[config.mk]
export PLATFORM = sky130hd
export DESIGN_NAME = round_engine_top
export DESIGN_NICKNAME = d
export VERILOG_FILES = /design/src/fp_pkg.sv /design/src/wb_pkg.sv /design/src/fp_floor.sv /design/src/word_buffer.sv /design/src/batch_counter.sv /design/src/batch_fsm.sv /design/src/wb_regs.sv /design/src/round_engine_top.sv
export SDC_FILE = /design/constraint.sdc
export NUM_CORES = 1
export LEC_CHECK = 0
export BUFFER_PORTS_ARGS = -buffer_cell sky130_fd_sc_hd__buf_2
export CORE_UTILIZATION = 42
export CTS_CLUSTER_SIZE = 12
export DETAILED_ROUTE_END_ITERATION = 8
export GPL_TIMING_DRIVEN = 0
export HOLD_SLACK_MARGIN = 0.15
export SETUP_SLACK_MARGIN = 0.1
export SLEW_MARGIN = 20
export SYNTH_ARGS = -nofsm -noshare
export SYNTH_HDL_FRONTEND = slang
export SYNTH_SLANG_ARGS = --single-unit
[constraint.sdc]
create_clock -name clk -period 6.9 [get_ports clk]
set_clock_uncertainty 0.1 [all_clocks]
set_input_delay 1.38 -clock clk [delete_from_list [all_inputs] [get_ports clk]]
set_output_delay 1.38 -clock clk [all_outputs]
set_load 0.02 [all_outputs]
[src/fp_pkg.sv]
package fp_pkg;

    // Single-precision field widths
    localparam int FP_W  = 32;
    localparam int EXP_W = 8;
    localparam int MAN_W = 23;

    // Exponent of 1.0
    localparam logic [EXP_W-1:0] EXP_BIAS = 8'd127;

    // From this exponent up there are no fraction bits left
    localparam logic [EXP_W-1:0] EXP_INT = 8'd150;

    // Rounding direction
    localparam logic MODE_FLOOR = 1'b0;
    localparam logic MODE_CEIL  = 1'b1;

endpackage

[src/wb_pkg.sv]
package wb_pkg;

    localparam int ADR_W     = 8;   // Word address
    localparam int DAT_W     = 32;
    localparam int BUF_DEPTH = 16;
    localparam int IDX_W     = 4;
    localparam int CNT_W     = 5;   // Holds 0 to BUF_DEPTH

    // Register map, word addresses
    localparam logic [ADR_W-1:0] REG_CTRL   = 8'h00;
    localparam logic [ADR_W-1:0] REG_COUNT  = 8'h01;
    localparam logic [ADR_W-1:0] REG_STATUS = 8'h02;
    localparam logic [ADR_W-1:0] OPND_BASE  = 8'h40;
    localparam logic [ADR_W-1:0] RSLT_BASE  = 8'h80;

    // Bit positions in CTRL and STATUS
    localparam int CTRL_START_BIT = 0;
    localparam int CTRL_MODE_BIT  = 1;
    localparam int STAT_BUSY_BIT  = 0;
    localparam int STAT_DONE_BIT  = 1;

endpackage

[src/fp_floor.sv]
`timescale 1ns/1ns

module fp_floor (
    input  logic                    clk,
    input  logic                    rst,
    input  logic [fp_pkg::FP_W-1:0] a,
    input  logic                    mode,
    output logic [fp_pkg::FP_W-1:0] c
);
    import fp_pkg::*;

    logic             flip;
    logic             s;
    logic [EXP_W-1:0] e;
    logic [MAN_W-1:0] m;
    logic             below_one;
    logic             is_int;
    logic [EXP_W-1:0] frac_n;
    logic [MAN_W:0]   frac_unit;
    logic [MAN_W:0]   frac_mask;
    logic             has_frac;
    logic [MAN_W-1:0] m_trunc;
    logic [MAN_W+1:0] m_up;
    logic [EXP_W-1:0] ep1;
    logic [FP_W-1:0]  r;

    // Ceil(x) = -floor(-x)
    assign flip = (mode == MODE_CEIL);
    assign s    = a[FP_W-1] ^ flip;
    assign e    = a[FP_W-2:MAN_W];
    assign m    = a[MAN_W-1:0];

    assign below_one = e < EXP_BIAS;
    assign is_int    = e >= EXP_INT;   // Also NaN and infinity
    assign ep1       = e + 1'b1;

    // Number of fraction bits in the mantissa, 1 to 23 in the middle range
    assign frac_n    = EXP_INT - e;
    assign frac_unit = (MAN_W+1)'(1) << frac_n;
    assign frac_mask = frac_unit - 1'b1;

    assign has_frac = |(m & frac_mask[MAN_W-1:0]);
    assign m_trunc  = m & ~frac_mask[MAN_W-1:0];

    // Significand with hidden bit, bumped by one integer unit
    assign m_up = {2'b01, m_trunc} + {1'b0, frac_unit};

    always_comb begin
        if (is_int) begin
            r = {s, e, m};
        end else if (below_one) begin
            r = s ? {1'b1, EXP_BIAS, {MAN_W{1'b0}}} : '0;   // -1.0 or +0
        end else if (!s || !has_frac) begin
            r = {s, e, m_trunc};
        end else if (m_up[MAN_W+1]) begin
            r = {1'b1, ep1, {MAN_W{1'b0}}};   // Carry into the next binade
        end else begin
            r = {1'b1, e, m_up[MAN_W-1:0]};
        end
    end

    always_ff @(posedge clk) begin
        if (rst) begin
            c <= '0;
        end else begin
            c <= {r[FP_W-1] ^ flip, r[FP_W-2:0]};
        end
    end

endmodule

[src/word_buffer.sv]
`timescale 1ns/1ns

module word_buffer (
    input  logic                     clk,
    input  logic                     we,
    input  logic [wb_pkg::IDX_W-1:0] wr_idx,
    input  logic [wb_pkg::DAT_W-1:0] wr_data,
    input  logic [wb_pkg::IDX_W-1:0] rd_idx,
    output logic [wb_pkg::DAT_W-1:0] rd_data
);
    import wb_pkg::*;

    logic [DAT_W-1:0] mem [BUF_DEPTH];

    always_ff @(posedge clk) begin
        if (we) begin
            mem[wr_idx] <= wr_data;
        end
        rd_data <= mem[rd_idx];   // One cycle read
    end

endmodule

[src/batch_counter.sv]
`timescale 1ns/1ns

module batch_counter (
    input  logic                     clk,
    input  logic                     rst,
    input  logic                     clear,
    input  logic                     issue,
    input  logic [wb_pkg::CNT_W-1:0] count,
    output logic [wb_pkg::IDX_W-1:0] rd_idx,
    output logic                     wr_en,
    output logic [wb_pkg::IDX_W-1:0] wr_idx,
    output logic                     last_issue,
    output logic                     drained
);
    import wb_pkg::*;

    logic [CNT_W-1:0] issue_cnt;
    logic [CNT_W-1:0] retire_cnt;
    logic [CNT_W-1:0] retire_now;
    logic             op_valid;   // Operand at datapath input

    always_ff @(posedge clk) begin
        if (rst || clear) begin
            issue_cnt  <= '0;
            retire_cnt <= '0;
            op_valid   <= 1'b0;
            wr_en      <= 1'b0;
        end else begin
            if (issue) begin
                issue_cnt <= issue_cnt + 1'b1;
            end
            if (wr_en) begin
                retire_cnt <= retire_cnt + 1'b1;
            end
            op_valid <= issue;
            wr_en    <= op_valid;   // Datapath result registered
        end
    end

    assign rd_idx = issue_cnt[IDX_W-1:0];
    assign wr_idx = retire_cnt[IDX_W-1:0];

    assign last_issue = (issue_cnt + 1'b1) == count;

    // Look through a pending clear so an empty batch is drained at once
    assign retire_now = clear ? '0 : retire_cnt;
    assign drained    = retire_now == count;

endmodule

[src/batch_fsm.sv]
`timescale 1ns/1ns

module batch_fsm (
    input  logic clk,
    input  logic rst,
    input  logic start,
    input  logic last_issue,
    input  logic drained,
    output logic clear,
    output logic issue,
    output logic busy,
    output logic done
);

    typedef enum logic [1:0] {
        IDLE,
        RUN,
        DRAIN,
        DONE
    } state_t;

    state_t state;
    state_t next_state;

    assign clear = start && (state == IDLE || state == DONE);
    assign issue = (state == RUN);
    assign busy  = (state == RUN) || (state == DRAIN);
    assign done  = (state == DONE);

    always_comb begin
        next_state = state;
        case (state)
            IDLE, DONE: begin
                if (start) begin
                    next_state = drained ? DONE : RUN;   // Count of zero
                end
            end
            RUN: begin
                if (last_issue) begin
                    next_state = DRAIN;
                end
            end
            DRAIN: begin
                if (drained) begin
                    next_state = DONE;
                end
            end
            default: next_state = IDLE;
        endcase
    end

    always_ff @(posedge clk) begin
        if (rst) begin
            state <= IDLE;
        end else begin
            state <= next_state;
        end
    end

endmodule

[src/wb_regs.sv]
`timescale 1ns/1ns

module wb_regs (
    input  logic                       clk,
    input  logic                       rst,
    input  logic                       cyc,
    input  logic                       stb,
    input  logic                       we,
    input  logic [wb_pkg::ADR_W-1:0]   adr,
    input  logic [wb_pkg::DAT_W-1:0]   dat_w,
    input  logic [wb_pkg::DAT_W/8-1:0] sel,   // Byte lanes ignored
    output logic [wb_pkg::DAT_W-1:0]   dat_r,
    output logic                       ack,
    input  logic                       busy,
    input  logic                       done,
    output logic                       start,
    output logic                       mode,
    output logic [wb_pkg::CNT_W-1:0]   count,
    output logic                       opnd_we,
    output logic [wb_pkg::IDX_W-1:0]   opnd_idx,
    output logic [wb_pkg::DAT_W-1:0]   opnd_data,
    output logic [wb_pkg::IDX_W-1:0]   rslt_idx,
    input  logic [wb_pkg::DAT_W-1:0]   rslt_data
);
    import wb_pkg::*;
    import fp_pkg::*;

    logic             req;
    logic             wr_req;
    logic             opnd_hit;
    logic             rslt_hit;
    logic             rd_rslt;
    logic [DAT_W-1:0] rd_hold;
    logic [DAT_W-1:0] reg_rdata;

    // New request, not yet acknowledged
    assign req    = cyc && stb && !ack;
    assign wr_req = req && we;

    assign opnd_hit = adr[ADR_W-1:IDX_W] == OPND_BASE[ADR_W-1:IDX_W];
    assign rslt_hit = adr[ADR_W-1:IDX_W] == RSLT_BASE[ADR_W-1:IDX_W];

    assign opnd_we   = wr_req && opnd_hit && !busy;
    assign opnd_idx  = adr[IDX_W-1:0];
    assign opnd_data = dat_w;
    assign rslt_idx  = adr[IDX_W-1:0];   // Read issued in the request cycle

    assign start = wr_req && (adr == REG_CTRL) && dat_w[CTRL_START_BIT] && !busy;

    always_comb begin
        reg_rdata = '0;
        case (adr)
            REG_CTRL:   reg_rdata[CTRL_MODE_BIT] = mode;
            REG_COUNT:  reg_rdata[CNT_W-1:0] = count;
            REG_STATUS: begin
                reg_rdata[STAT_BUSY_BIT] = busy;
                reg_rdata[STAT_DONE_BIT] = done;
            end
            default:    reg_rdata = '0;
        endcase
    end

    always_ff @(posedge clk) begin
        if (rst) begin
            ack   <= 1'b0;
            mode  <= MODE_FLOOR;
            count <= '0;
        end else begin
            ack <= req;
            if (wr_req && (adr == REG_CTRL) && !busy) begin
                mode <= dat_w[CTRL_MODE_BIT];
            end
            if (wr_req && (adr == REG_COUNT) && !busy) begin
                // Clamp to the buffer size
                count <= (dat_w > BUF_DEPTH) ? CNT_W'(BUF_DEPTH) : dat_w[CNT_W-1:0];
            end
        end
    end

    always_ff @(posedge clk) begin
        if (req && !we) begin
            rd_rslt <= rslt_hit;
            rd_hold <= reg_rdata;
        end
    end

    // Valid while ack is high
    assign dat_r = rd_rslt ? rslt_data : rd_hold;

endmodule

[src/round_engine_top.sv]
`timescale 1ns/1ns

module round_engine_top (
    input  logic                       clk,
    input  logic                       rst,
    input  logic                       cyc,
    input  logic                       stb,
    input  logic                       we,
    input  logic [wb_pkg::ADR_W-1:0]   adr,
    input  logic [wb_pkg::DAT_W-1:0]   dat_w,
    input  logic [wb_pkg::DAT_W/8-1:0] sel,
    output logic [wb_pkg::DAT_W-1:0]   dat_r,
    output logic                       ack
);
    import wb_pkg::*;

    logic             start;
    logic             mode;
    logic [CNT_W-1:0] count;
    logic             busy;
    logic             done;
    logic             clear;
    logic             issue;
    logic             last_issue;
    logic             drained;

    logic             opnd_we;
    logic [IDX_W-1:0] opnd_wr_idx;
    logic [DAT_W-1:0] opnd_wr_data;
    logic [IDX_W-1:0] opnd_rd_idx;
    logic [DAT_W-1:0] opnd_rd_data;

    logic             rslt_we;
    logic [IDX_W-1:0] rslt_wr_idx;
    logic [DAT_W-1:0] rslt_wr_data;
    logic [IDX_W-1:0] rslt_rd_idx;
    logic [DAT_W-1:0] rslt_rd_data;

    wb_regs u_wb_regs (
        .clk       (clk),
        .rst       (rst),
        .cyc       (cyc),
        .stb       (stb),
        .we        (we),
        .adr       (adr),
        .dat_w     (dat_w),
        .sel       (sel),
        .dat_r     (dat_r),
        .ack       (ack),
        .busy      (busy),
        .done      (done),
        .start     (start),
        .mode      (mode),
        .count     (count),
        .opnd_we   (opnd_we),
        .opnd_idx  (opnd_wr_idx),
        .opnd_data (opnd_wr_data),
        .rslt_idx  (rslt_rd_idx),
        .rslt_data (rslt_rd_data)
    );

    word_buffer opnd_buf (
        .clk     (clk),
        .we      (opnd_we),
        .wr_idx  (opnd_wr_idx),
        .wr_data (opnd_wr_data),
        .rd_idx  (opnd_rd_idx),
        .rd_data (opnd_rd_data)
    );

    word_buffer rslt_buf (
        .clk     (clk),
        .we      (rslt_we),
        .wr_idx  (rslt_wr_idx),
        .wr_data (rslt_wr_data),
        .rd_idx  (rslt_rd_idx),
        .rd_data (rslt_rd_data)
    );

    batch_counter u_batch_counter (
        .clk        (clk),
        .rst        (rst),
        .clear      (clear),
        .issue      (issue),
        .count      (count),
        .rd_idx     (opnd_rd_idx),
        .wr_en      (rslt_we),
        .wr_idx     (rslt_wr_idx),
        .last_issue (last_issue),
        .drained    (drained)
    );

    batch_fsm u_batch_fsm (
        .clk        (clk),
        .rst        (rst),
        .start      (start),
        .last_issue (last_issue),
        .drained    (drained),
        .clear      (clear),
        .issue      (issue),
        .busy       (busy),
        .done       (done)
    );

    fp_floor u_fp_floor (
        .clk  (clk),
        .rst  (rst),
        .a    (opnd_rd_data),
        .mode (mode),
        .c    (rslt_wr_data)
    );

endmodule

# After elaboration in Yosys (flattened, before gate mapping)
# Memories as Yosys holds them, arrays and structs flattened. A register that Yosys moved wholly into a read port is not among the register bits.
# Index checks and enable logic that the tools add are counted.
# classes
add_sub_neg	6
order_cmp	3
eq_ne	12
shifts	1
muxes	19
n_bitwise	5
reduce_logical	27
# op_table
operator	count
$mux 32	5
$and 23x23->23	2
$gt 32x5->1 const B	1
$mux 31	1
$add 24x24->25	1
$shl 1x8->24 const A	1
$not 23->23	1
$reduce_or 23->1	1
$sub 23x1->23 const B	1
$logic_and 1x1->1	13
$add 5x1->5 const B	2
$eq 5x5->1	2
$mux 5	2
$add 8x1->8 const B	1
$eq 8x1->1 const B	1
$eq 8x2->1 const B	1
$ge 8x8->1 const B	1
$logic_not 8->1	1
$lt 8x7->1 const B	1
$mux 2	4
$sub 8x8->8 const A	1
$pmux 2 s3	1
$logic_not 1->1	5
$eq 2x2->1 const B	2
13 further kinds	21
# totals
ff_bits	59
ram_bits	1024
inputBits	49
out_inout_bits	33
wordCells	87
mem_count	2
# memory_table
name	depth	width	read_ports	rd_ports_with_merged_regs	wr	line	rtl
opnd_buf.mem	16	32	1	1	1	word_buffer.sv:13	logic [DAT_W-1:0] mem [BUF_DEPTH];
rslt_buf.mem	16	32	1	1	1	word_buffer.sv:13	

# Longest topological paths before layout
# Gate-level depths: netlist of the first run.
# depth
word_depth	12
mapped_depth	27
depth_no_buf	23

# Hierarchy
# From an unflattened synthesis of the first run, not the netlist that was laid out.
# hier_totals
hier_cells	2462
area_unflattened_um2	45801.4
# modules_own_cells
module	instances	cells_each	area_per_inst_um2	seq_area_each_um2
word_buffer at rslt_buf	1	838	19854.0	16015.4
word_buffer at opnd_buf	1	838	19835.3	16015.4
fp_floor	1	538	3950.0	640.6
wb_regs	1	146	1273.7	320.3
batch_counter	1	83	719.4	240.2
batch_fsm	1	19	168.9	40.0

# Worst setup path after synthesis of the first run
# Ideal clock, no wire load.
# synth_path
path_type	register -> register
start	register opnd_buf.rd_data[23] (netlist bit) (read register of opnd_buf.mem)
end	register u_fp_floor.c[15] (netlist bit)
arrival_ps	5369
slack_ps	1314
stages_incl_launch_ff	26
path_cell_list	dfxtp_1 > buf_2 > buf_2 > inv_1 > ha_1 > or2_2 > clkbuf_1 > nor2_1 > nand2_1 > ha_1 > clkbuf_1 > clkbuf_1 > clkbuf_1 > o21ai_0 > o211a_1 > ha_1 > o21a_1 > o21ai_0 > a21boi_0 > or2_2 > a31oi_1 > nand2_1 > a211oi_1 > o21bai_1 > xor2_1 > a22o_1
# synth_via
elab_chain_cells	10
# synth_lines
element	line	rtl
start: declaration	word_buffer.sv:9	output logic [wb_pkg::DAT_W-1:0] rd_data
$sub 8x8->8	fp_floor.sv:38	assign frac_n = EXP_INT - e;
$shl 1x8->24	fp_floor.sv:39	assign frac_unit = (MAN_W+1)'(1) << frac_n;
$sub 23x1->23	fp_floor.sv:40	assign frac_mask = frac_unit - 1'b1;
$not 23->23 / $and 23x23->23 (equally long branches)	fp_floor.sv:43, fp_floor.sv:42	
$and 23x23->23 / $reduce_or 23->1 (equally long branches)	fp_floor.sv:43, fp_floor.sv:42	
$add 24x24->25 / $logic_not 1->1 (equally long branches)	fp_floor.sv:46, fp_floor.sv:53	
$mux 31 / $logic_or 1x1->1 (equally long branches)	fp_floor.sv:55, fp_floor.sv:53	
$mux 32	fp_floor.sv:53	end else if (!s || !has_frac) begin
$mux 32	fp_floor.sv:51	end else if (below_one) begin
$mux 32 (*)	fp_floor.sv:49	if (is_int) begin
end signal: assignment	fp_floor.sv:66	c <= {r[FP_W-1] ^ flip, r[FP_W-2:0]};
end: declaration	fp_floor.sv:8	output logic [fp_pkg::FP_W-1:0] c
# Mark *: on every way between the ends. The rest lies on a longest branch, timed or not.
# A chain may end at the register's enable or synchronous reset.

# Final worst setup path of the first run
# Same ends and word-level chain as after synthesis.

==> impl_metrics.py, run 1 <==
metrics = {
    "sta": {
        "clock.fmax_ghz": 0.153,
        "maxSlewViolCount": 0,
        "grt_setup_unrepaired": "no",
        "timing.slew.headroom_pct": 29.0,
        "post-route-period-util_pct": 94.7,
        "finalHoldViolations": 0,
        "setup_total_negative_slack_ns": 0,
        "tightest_slew_ns": 1.06,
        "period_minus_slack_ns": 6.53,
        "setup_violations": 0,
        "setup_slack_ns": 0.367,
    },
    "outcome": {
        "status": "finished, final reports clean",
    },
    "die": {
        "die_h_um": 332,
        "fp-row-count": 120,
        "die_area_sq_um": 110000,
        "die_w_um": 332,
        "core-area_sq_um": 108000,
        "initial_core_util_pct": 42.6,
        "io_pins": 82,
    },
    "detailed_routing": {
        "dr_wl_met2_mm": 58.6,
        "vias": 23571,
        "ant_nets": 0,
        "top_layer_used": "met5",
        "vias_per_cell": 5.82,
        "met3WireLength_mm": 5.98,
        "drt_iter0_drc": 2489,
        "wl_met1_mm": 47.8,
        "first_pass_iters": 5,
        "wirelength_mm": 115,
        "routedWlPerCell_um": 28.4,
        "drc": 0,
    },
    "worst_setup_path": {
        "crit_family": "compound AO/OA/AOI/OAI gates",
        "setup.worst_path.end_class": "flop",
        "reg2reg_depth": 24,
        "worst-setup-path-type": "flop to flop",
        "critical-path-slowest-cell": "ha_2",
        "cpPeakStageDelay_ns": 0.46,
        "path_common_cell": "clkbuf_2",
        "path_buf_inv": 7,
        "cp-start-kind": "flop",
        "crit_required_ns": 7.34,
        "rrSetupSlack_ns": 0.37,
        "r2r_end": "u_fp_floor.c[15]$_SDFF_PP0_",
        "arrival_ns": 6.97,
        "timing.rr.start": "opnd_buf.rd_data[23]$_DFF_P_",
        "crit_chain": "buf_2 -> clkbuf_4 -> inv_1 -> ha_2 -> clkbuf_2 -> nor2_2 -> nand3_1 -> ha_2 -> clkbuf_2 -> buf_2 -> clkbuf_2 -> o21ai_0 -> o211a_1 -> ha_1 -> o21a_1 -> o21ai_0 -> a21boi_2 -> or2_2 -> a31oi_2 -> nand2_1 -> a211oi_2 -> o21bai_1 -> xor2_1 -> a22o_1",
        "crit_fanout": 10,
    },
    "run": {
        "cap_violations": 0,
    },
    "global_routing": {
        "grt_antenna_before_repair": 9,
        "grt_pass1_vias": 24303,
        "grt_max_degree": 34,
        "grt_first_pass_wirelength_mm": 168,
        "grt_use_total_pct": 20.9,
        "globalRouteOverflowTotal": 0,
    },
    "cells_and_area": {
        "drive_above_1_share_pct": 26.1,
        "area_growth_pct": 14.5,
        "final_area_sq_um": 52400,
        "fin_nets": 2631,
    },
    "yosys": {
        "synth_edf_count": 1030,
        "yosys.area.top_type": "edfxtp_1",
        "ys_seq_area_share_pct": 72.7,
        "async_flop_share_pct": 0,
        "netlist_instances": 2331,
        "syn_avg_cell_area_sq_um": 19.6,
        "synth.area.top_cells": "edfxtp_1 (68%), mux4_2 (16%), dfxtp_1 (5.1%), ha_1 (0.87%), nor2_1 (0.84%)",
        "syn-num-nets": 2412,
        "yosys_warnings": 0,
        "synth_seq_cells": 1147,
        "synth_area_sq_um": 45800,
        "synth_top_area_share_pct": 67.5,
        "ys.flop_type": "edfxtp_1",
        "ys_types": 89,
    },
    "power": {
        "power.total_mw": 16.0,
        "vdd_drop_max_uv": 240,
        "power_density_nw_per_um2": 305,
        "power_leakage_nw": 16.6,
    },
    "worst_hold_path": {
        "hold_depth": 1,
        "whs_endpoint": "u_batch_counter.wr_en$_SDFF_PP0_",
        "hp-start": "u_batch_counter.op_valid$_SDFF_PP0_",
        "hold_class": "flop to flop",
    },
    "placed_design": {
        "routabilityCongestion": 0.887,
        "portBuffers": 72,
        "placed_cell_area_sq_um": 48800,
        "hpwl_mm": 74.6,
        "pre_cts_ws_ns": -1.37,
    },
    "cts": {
        "h-tree-depth": 3,
        "cts_buffer_depth": 3,
        "cts.sinks": 1147,
        "insertion_delay_ns": 0.69,
        "cts_tree": "built",
        "clk_pin_slew_ns": 0.06,
        "ctsHoldBuffers": 0,
        "cts_buffers": 112,
        "cts.root.buffer_cell": "clkbuf_16",
    },
}
==> area by class of cell <==
type	instances	area, sq um
multi-input combinational	1026	12100
buffer	123	577
clock inverter	17	189
clock buffer	188	3240
inverter	34	128
antenna	4	10.0
tap	1403	1760
sequential	1147	33300
fill	8784	55100
timing repair buffer	106	1190
==> timing repair <==
action | CTS | global route
buffers inserted | 3 | 0
setup endpoints to repair | 31 | 21
pin swaps | 1 | 0
resized for setup | 21 | 13
hold endpoints to repair | 0 | 0
==> cells in the mapped netlist (25+ instances only) <==
| library cell | instances |
|---|---|
| a21oi_1 | 42 |
| and2_1 | 53 |
| buf_1 | 25 |
| clkbuf_1 | 75 |
| dfxtp_1 | 117 |
| edfxtp_1 | 1030 |
| ha_1 | 32 |
| inv_1 | 34 |
| mux4_2 | 320 |
| nand2_1 | 77 |
| nand3_1 | 39 |
| nor2_1 | 102 |
| o21ai_0 | 42 |
| xnor2_1 | 26 |
==> worst max path at each step <==
stage	from	endpoint	slack (ns)	depth (start not counted)
final	opnd_buf.rd_data[23]$_DFF_P_	u_fp_floor.c[15]$_SDFF_PP0_	0.37	24
after global routing	opnd_buf.rd_data[23]$_DFF_P_	u_fp_floor.c[15]$_SDFF_PP0_	0.14	24
after CTS	opnd_buf.rd_data[23]$_DFF_P_	u_fp_floor.c[4]$_SDFF_PP0_	0.11	27
after detailed placement	opnd_buf.rd_data[23]$_DFF_P_	u_fp_floor.c[17]$_SDFF_PP0_	-1.37	25
after global placement	opnd_buf.rd_data[23]$_DFF_P_	u_fp_floor.c[17]$_SDFF_PP0_	-1.51	25
after floorplan	opnd_buf.rd_data[23]$_DFF_P_	u_fp_floor.c[15]$_SDFF_PP0_	1.31	25
==> cells by family (layout without fill, tap and decap cells) <==
family	after synthesis	after routing	share of synthesized area [%]
fa+ha+maj	32	32	0.874
flops	1147	1147	72.7
simple gates	378	378	4.16
buf+inv	158	468	1.49
compound gates	235	235	3.79
other cells	0	4	0
xor+xnor	45	45	0.918
mux	336	336	16.1
==> worst register-to-register path, stage by stage, from the launching register on <==
cell	delay, ns
dfxtp_1	0.42
buf_2	0.26
clkbuf_4	0.25
inv_1	0.18
ha_2	0.46
clkbuf_2	0.27
nor2_2	0.13
nand3_1	0.13
ha_2	0.27
clkbuf_2	0.28
buf_2	0.32
clkbuf_2	0.30
o21ai_0	0.13
o211a_1	0.18
ha_1	0.37
o21a_1	0.13
o21ai_0	0.26
a21boi_2	0.17
or2_2	0.32
a31oi_2	0.27
nand2_1	0.16
a211oi_2	0.38
o21bai_1	0.16
xor2_1	0.16
a22o_1	0.30
==> placed cells by master (no fill, tap or decap), types with 30 or more instances in the layout <==
master	count
dfxtp_1	117
and2_1	37
o21ai_0	35
nand2_1	77
a21oi_1	42
clkbuf_1	126
nand3_1	38
clkbuf_16	113
mux4_2	320
ha_1	30
nor2_1	83
inv_1	34
buf_2	86
edfxtp_1	1030
==> flip-flops by register name, summed over array words and instances, names as in the netlist <==
signal                      flops
u_wb_regs.mode                  1
rslt_buf.rd_data               32
u_wb_regs.count                 5
rslt_buf.mem                  512
u_wb_regs.ack                   1
opnd_buf.rd_data               32
u_batch_fsm.state               2
u_batch_counter.retire_cnt      5
u_wb_regs.rd_hold               5
opnd_buf.mem                  512
u_fp_floor.c                   32
u_batch_counter.op_valid        1
u_batch_counter.issue_cnt       5
u_batch_counter.wr_en           1
u_wb_regs.rd_rslt               1
==> through the flow <==
stage | hold slack (ns) | utilization [%] | cells
finish | 0.373 | 48.8 | 4048
global route | 0.392 | 48.8 | 4044
CTS | 0.375 | 48.7 | 4042
global placement | 0.344 | 44.6 | 3806
detailed placement | 0.353 | 45.4 | 3835
floorplan | 0.327 | - | 2331
==> layer usage <==
layer	vias to the layer above	track usage, %
met5	-	0
met4	12	5.49
met3	181	2.93
met2	754	36.1
met1	12561	27.8
li1	10063	-
==> report_power, final <==
group          leakage [nW]  internal, mW  switching [mW]  total [mW]
combinational          4.67         0.900            1.28        2.18
sequential             10.3          7.84           0.247        8.09
clock                  1.64          3.26            2.49        5.75
total                  16.6          12.0            4.02        16.0
(Power assumes the default switching activity.)
==> run 2, diff against run 1 <==
CAP_MARGIN = 20   (was unset)
CELL_PAD_IN_SITES_DETAIL_PLACEMENT = 0   (was unset)
CELL_PAD_IN_SITES_GLOBAL_PLACEMENT = 2   (was unset)
PLACE_DENSITY_LB_ADDON = 0.1   (was unset)
==> run 2 against run 1 <==
  * Sequential power hardly changed
  * Critical path depth is 2 higher
  * Core utilization is 0.26 points higher
  * Routed wire length is 4.3% higher
  * Non-clock buffer count is 14 higher
  * Fmax is 0.60% higher
  * First-iteration DRC count is 18% lower
  * Die area stayed put
  * Register-to-register slack better by 0.04 ns
  * Setup slack better by 0.039 ns
  * Critical endpoint is now u_fp_floor.c[5]$_SDFF_PP0_
  * Largest cell class unchanged
  * Highest routed layer unchanged
==> impl_metrics.py, run 2 (synthesized netlist as in run 1, its figures left out) <==
metrics = {
    "cells_and_area": {
        "top_regs": "opnd_buf.mem x512, rslt_buf.mem x512",
        "drive_above_1_share_pct": 26.9,
        "fin_nets": 2650,
        "area_growth_pct": 15.1,
        "fill_cells": 8833,
        "multiInputGateArea_sq_um": 12100,
        "diodes": 0,
        "final_common_cell": "edfxtp_1",
        "regArea_sq_um": 33300,
        "layout_common_cells": "edfxtp_1 (1030), mux4_2 (320), clkbuf_16 (120)",
    },
    "detailed_routing": {
        "vias_per_cell": 5.77,
        "routedWlPerCell_um": 29.5,
        "ant_nets": 0,
        "first_pass_iters": 5,
        "wirelength_mm": 120,
        "vias": 23479,
        "drt_iter0_drc": 2030,
        "drc": 0,
    },
    "cts": {
        "clk_pin_slew_ns": 0.06,
        "ctsHoldBuffers": 0,
        "h-tree-depth": 3,
        "cts.sinks": 1147,
        "cts.root.buffer_cell": "clkbuf_16",
        "cts_tree": "built",
        "cts_buffers": 117,
        "insertion_delay_ns": 0.71,
        "cts_buffer_depth": 3,
    },
    "placed_design": {
        "routabilityCongestion": 0.870,
        "hpwl_mm": 77.1,
        "portBuffers": 72,
        "pre_cts_ws_ns": -1.28,
    },
    "sta": {
        "maxSlewViolCount": 0,
        "clock.fmax_ghz": 0.154,
        "post-route-period-util_pct": 94.1,
        "tightest_slew_ns": 1.05,
        "grt_setup_unrepaired": "no",
        "period_minus_slack_ns": 6.49,
        "finalHoldViolations": 0,
        "timing.slew.headroom_pct": 29.9,
        "setup_violations": 0,
        "setup_slack_ns": 0.407,
    },
    "power": {
        "p_seq_share_pct": 49.6,
        "p_sw_mw": 4.11,
        "p_clk_share_pct": 36.8,
        "power.total_mw": 16.3,
        "power_density_nw_per_um2": 310,
        "power_leakage_nw": 16.8,
        "power_frac_comb_pct": 13.6,
        "switching_share_pct": 25.2,
        "p_int_mw": 12.2,
        "vdd_drop_max_uv": 273,
    },
    "die": {
        "fp-row-count": 120,
        "die_h_um": 332,
        "core-area_sq_um": 108000,
        "die_area_sq_um": 110000,
        "die_w_um": 332,
        "io_pins": 82,
        "initial_core_util_pct": 42.6,
    },
    "outcome": {
        "status": "finished, final reports clean",
    },
    "worst_setup_path": {
        "setup.worst_path.end_class": "flop",
        "critical-path-slowest-cell": "dfxtp_1",
        "arrival_ns": 6.98,
        "cp-start-kind": "flop",
        "crit_family": "compound AO/OA/AOI/OAI gates",
        "timing.rr.start": "opnd_buf.rd_data[24]$_DFF_P_",
        "worstSetupStartpoint": "opnd_buf.rd_data[24]$_DFF_P_",
        "path_buf_inv": 5,
        "crit_fanout": 10,
        "crit_required_ns": 7.39,
        "cpPeakStageDelay_ns": 0.54,
        "worst-setup-path-type": "flop to flop",
    },
    "run": {
        "cap_violations": 0,
    },
    "global_routing": {
        "grt_first_pass_wirelength_mm": 174,
        "grt_pass1_vias": 24348,
        "grt_max_degree": 34,
        "grt_use_total_pct": 22.0,
        "globalRouteOverflowTotal": 0,
        "grt_antenna_before_repair": 3,
    },
    "worst_hold_path": {
        "hp-start": "u_batch_counter.op_valid$_SDFF_PP0_",
        "hold_class": "flop to flop",
    },
}
[run 2: what timing repair did]
| action | CTS | global route |
|---|---|---|
| pin swaps | 1 | 3 |
| buffers inserted | 2 | 5 |
| setup endpoints to repair | 31 | 26 |
| gates resized for setup | 11 | 20 |
[run 2: worst reg2reg max path, stage by stage (launching register included)]
cell       delay [ns]
dfxtp_1          0.54
buf_2            0.30
and3_1           0.28
nand3_1          0.14
o311a_2          0.46
nor2_4           0.21
nand2_1          0.14
ha_1             0.32
clkbuf_2         0.25
nor2_1           0.20
nand3_1          0.16
o21ai_0          0.21
a21oi_1          0.15
ha_1             0.42
nand2_1          0.10
o21ai_0          0.08
a21o_1           0.19
a21oi_1          0.21
o21ai_0          0.17
a31oi_4          0.28
o21ai_1          0.24
buf_4            0.25
a2111oi_4        0.34
buf_4            0.17
buf_6            0.13
a32oi_1          0.06
nand2_1          0.27
[run 2: power groups by stage]
stage	registers (mW)	logic (mW)	clock network, mW
after floorplan	8.11	1.47	0
after global routing	8.12	2.38	6.36
after CTS	8.09	2.23	6.13
final	8.09	2.22	6.01
after detailed placement	8.24	2.21	0
after global placement	8.21	2.17	0
[run 2: final timing paths]
| check | cells after the start | to | slack (ns) |
|---|---|---|---|
| max | 26 | u_fp_floor.c[5]$_SDFF_PP0_ | 0.41 |
| min | 1 | u_batch_counter.wr_en$_SDFF_PP0_ | 0.36 |
| max reg2reg | 26 | u_fp_floor.c[5]$_SDFF_PP0_ | 0.41 |
| min reg2reg | 1 | u_batch_counter.wr_en$_SDFF_PP0_ | 0.36 |
[run 2: metrics by stage]
| stage | instance area, sq um | setup TNS [ns] | hold slack (ns) | cells | util (%) |
|---|---|---|---|---|---|
| 2_1_floorplan | 45800 | 0 | 0.327 | 2331 | - |
| 3_3_place_gp | 47900 | -286.67 | 0.346 | 3806 | 44.6 |
| 3_5_place_dp | 49000 | -23.47 | 0.351 | 3847 | 45.5 |
| 4_1_cts | 52600 | 0 | 0.365 | 4062 | 48.9 |
| 5_1_grt | 52700 | 0 | 0.388 | 4068 | 49.0 |
| 6_report | 52700 | 0 | 0.364 | 4068 | 49.0 |
[run 2: cell type report]
cell class                      instances  share of cell area (%)
Inverter                               34                   0.242
Buffer                                122                    1.11
Clock buffer                          180                    6.37
Multi-Input combinational cell       1026                    22.9
Clock inverter                         35                   0.498
Sequential cell                      1147                    63.1
Timing Repair Buffer                  121                    2.47
Tap cell                             1403                    3.33
[run 2: per-layer routing]
metal | GRT usage [%] | part of all wire [%]
met2 | 38.1 | 51
met1 | 29.1 | 42
met4 | 5.95 | 2.5
met5 | 0 | 0.019
met3 | 2.92 | 3.8
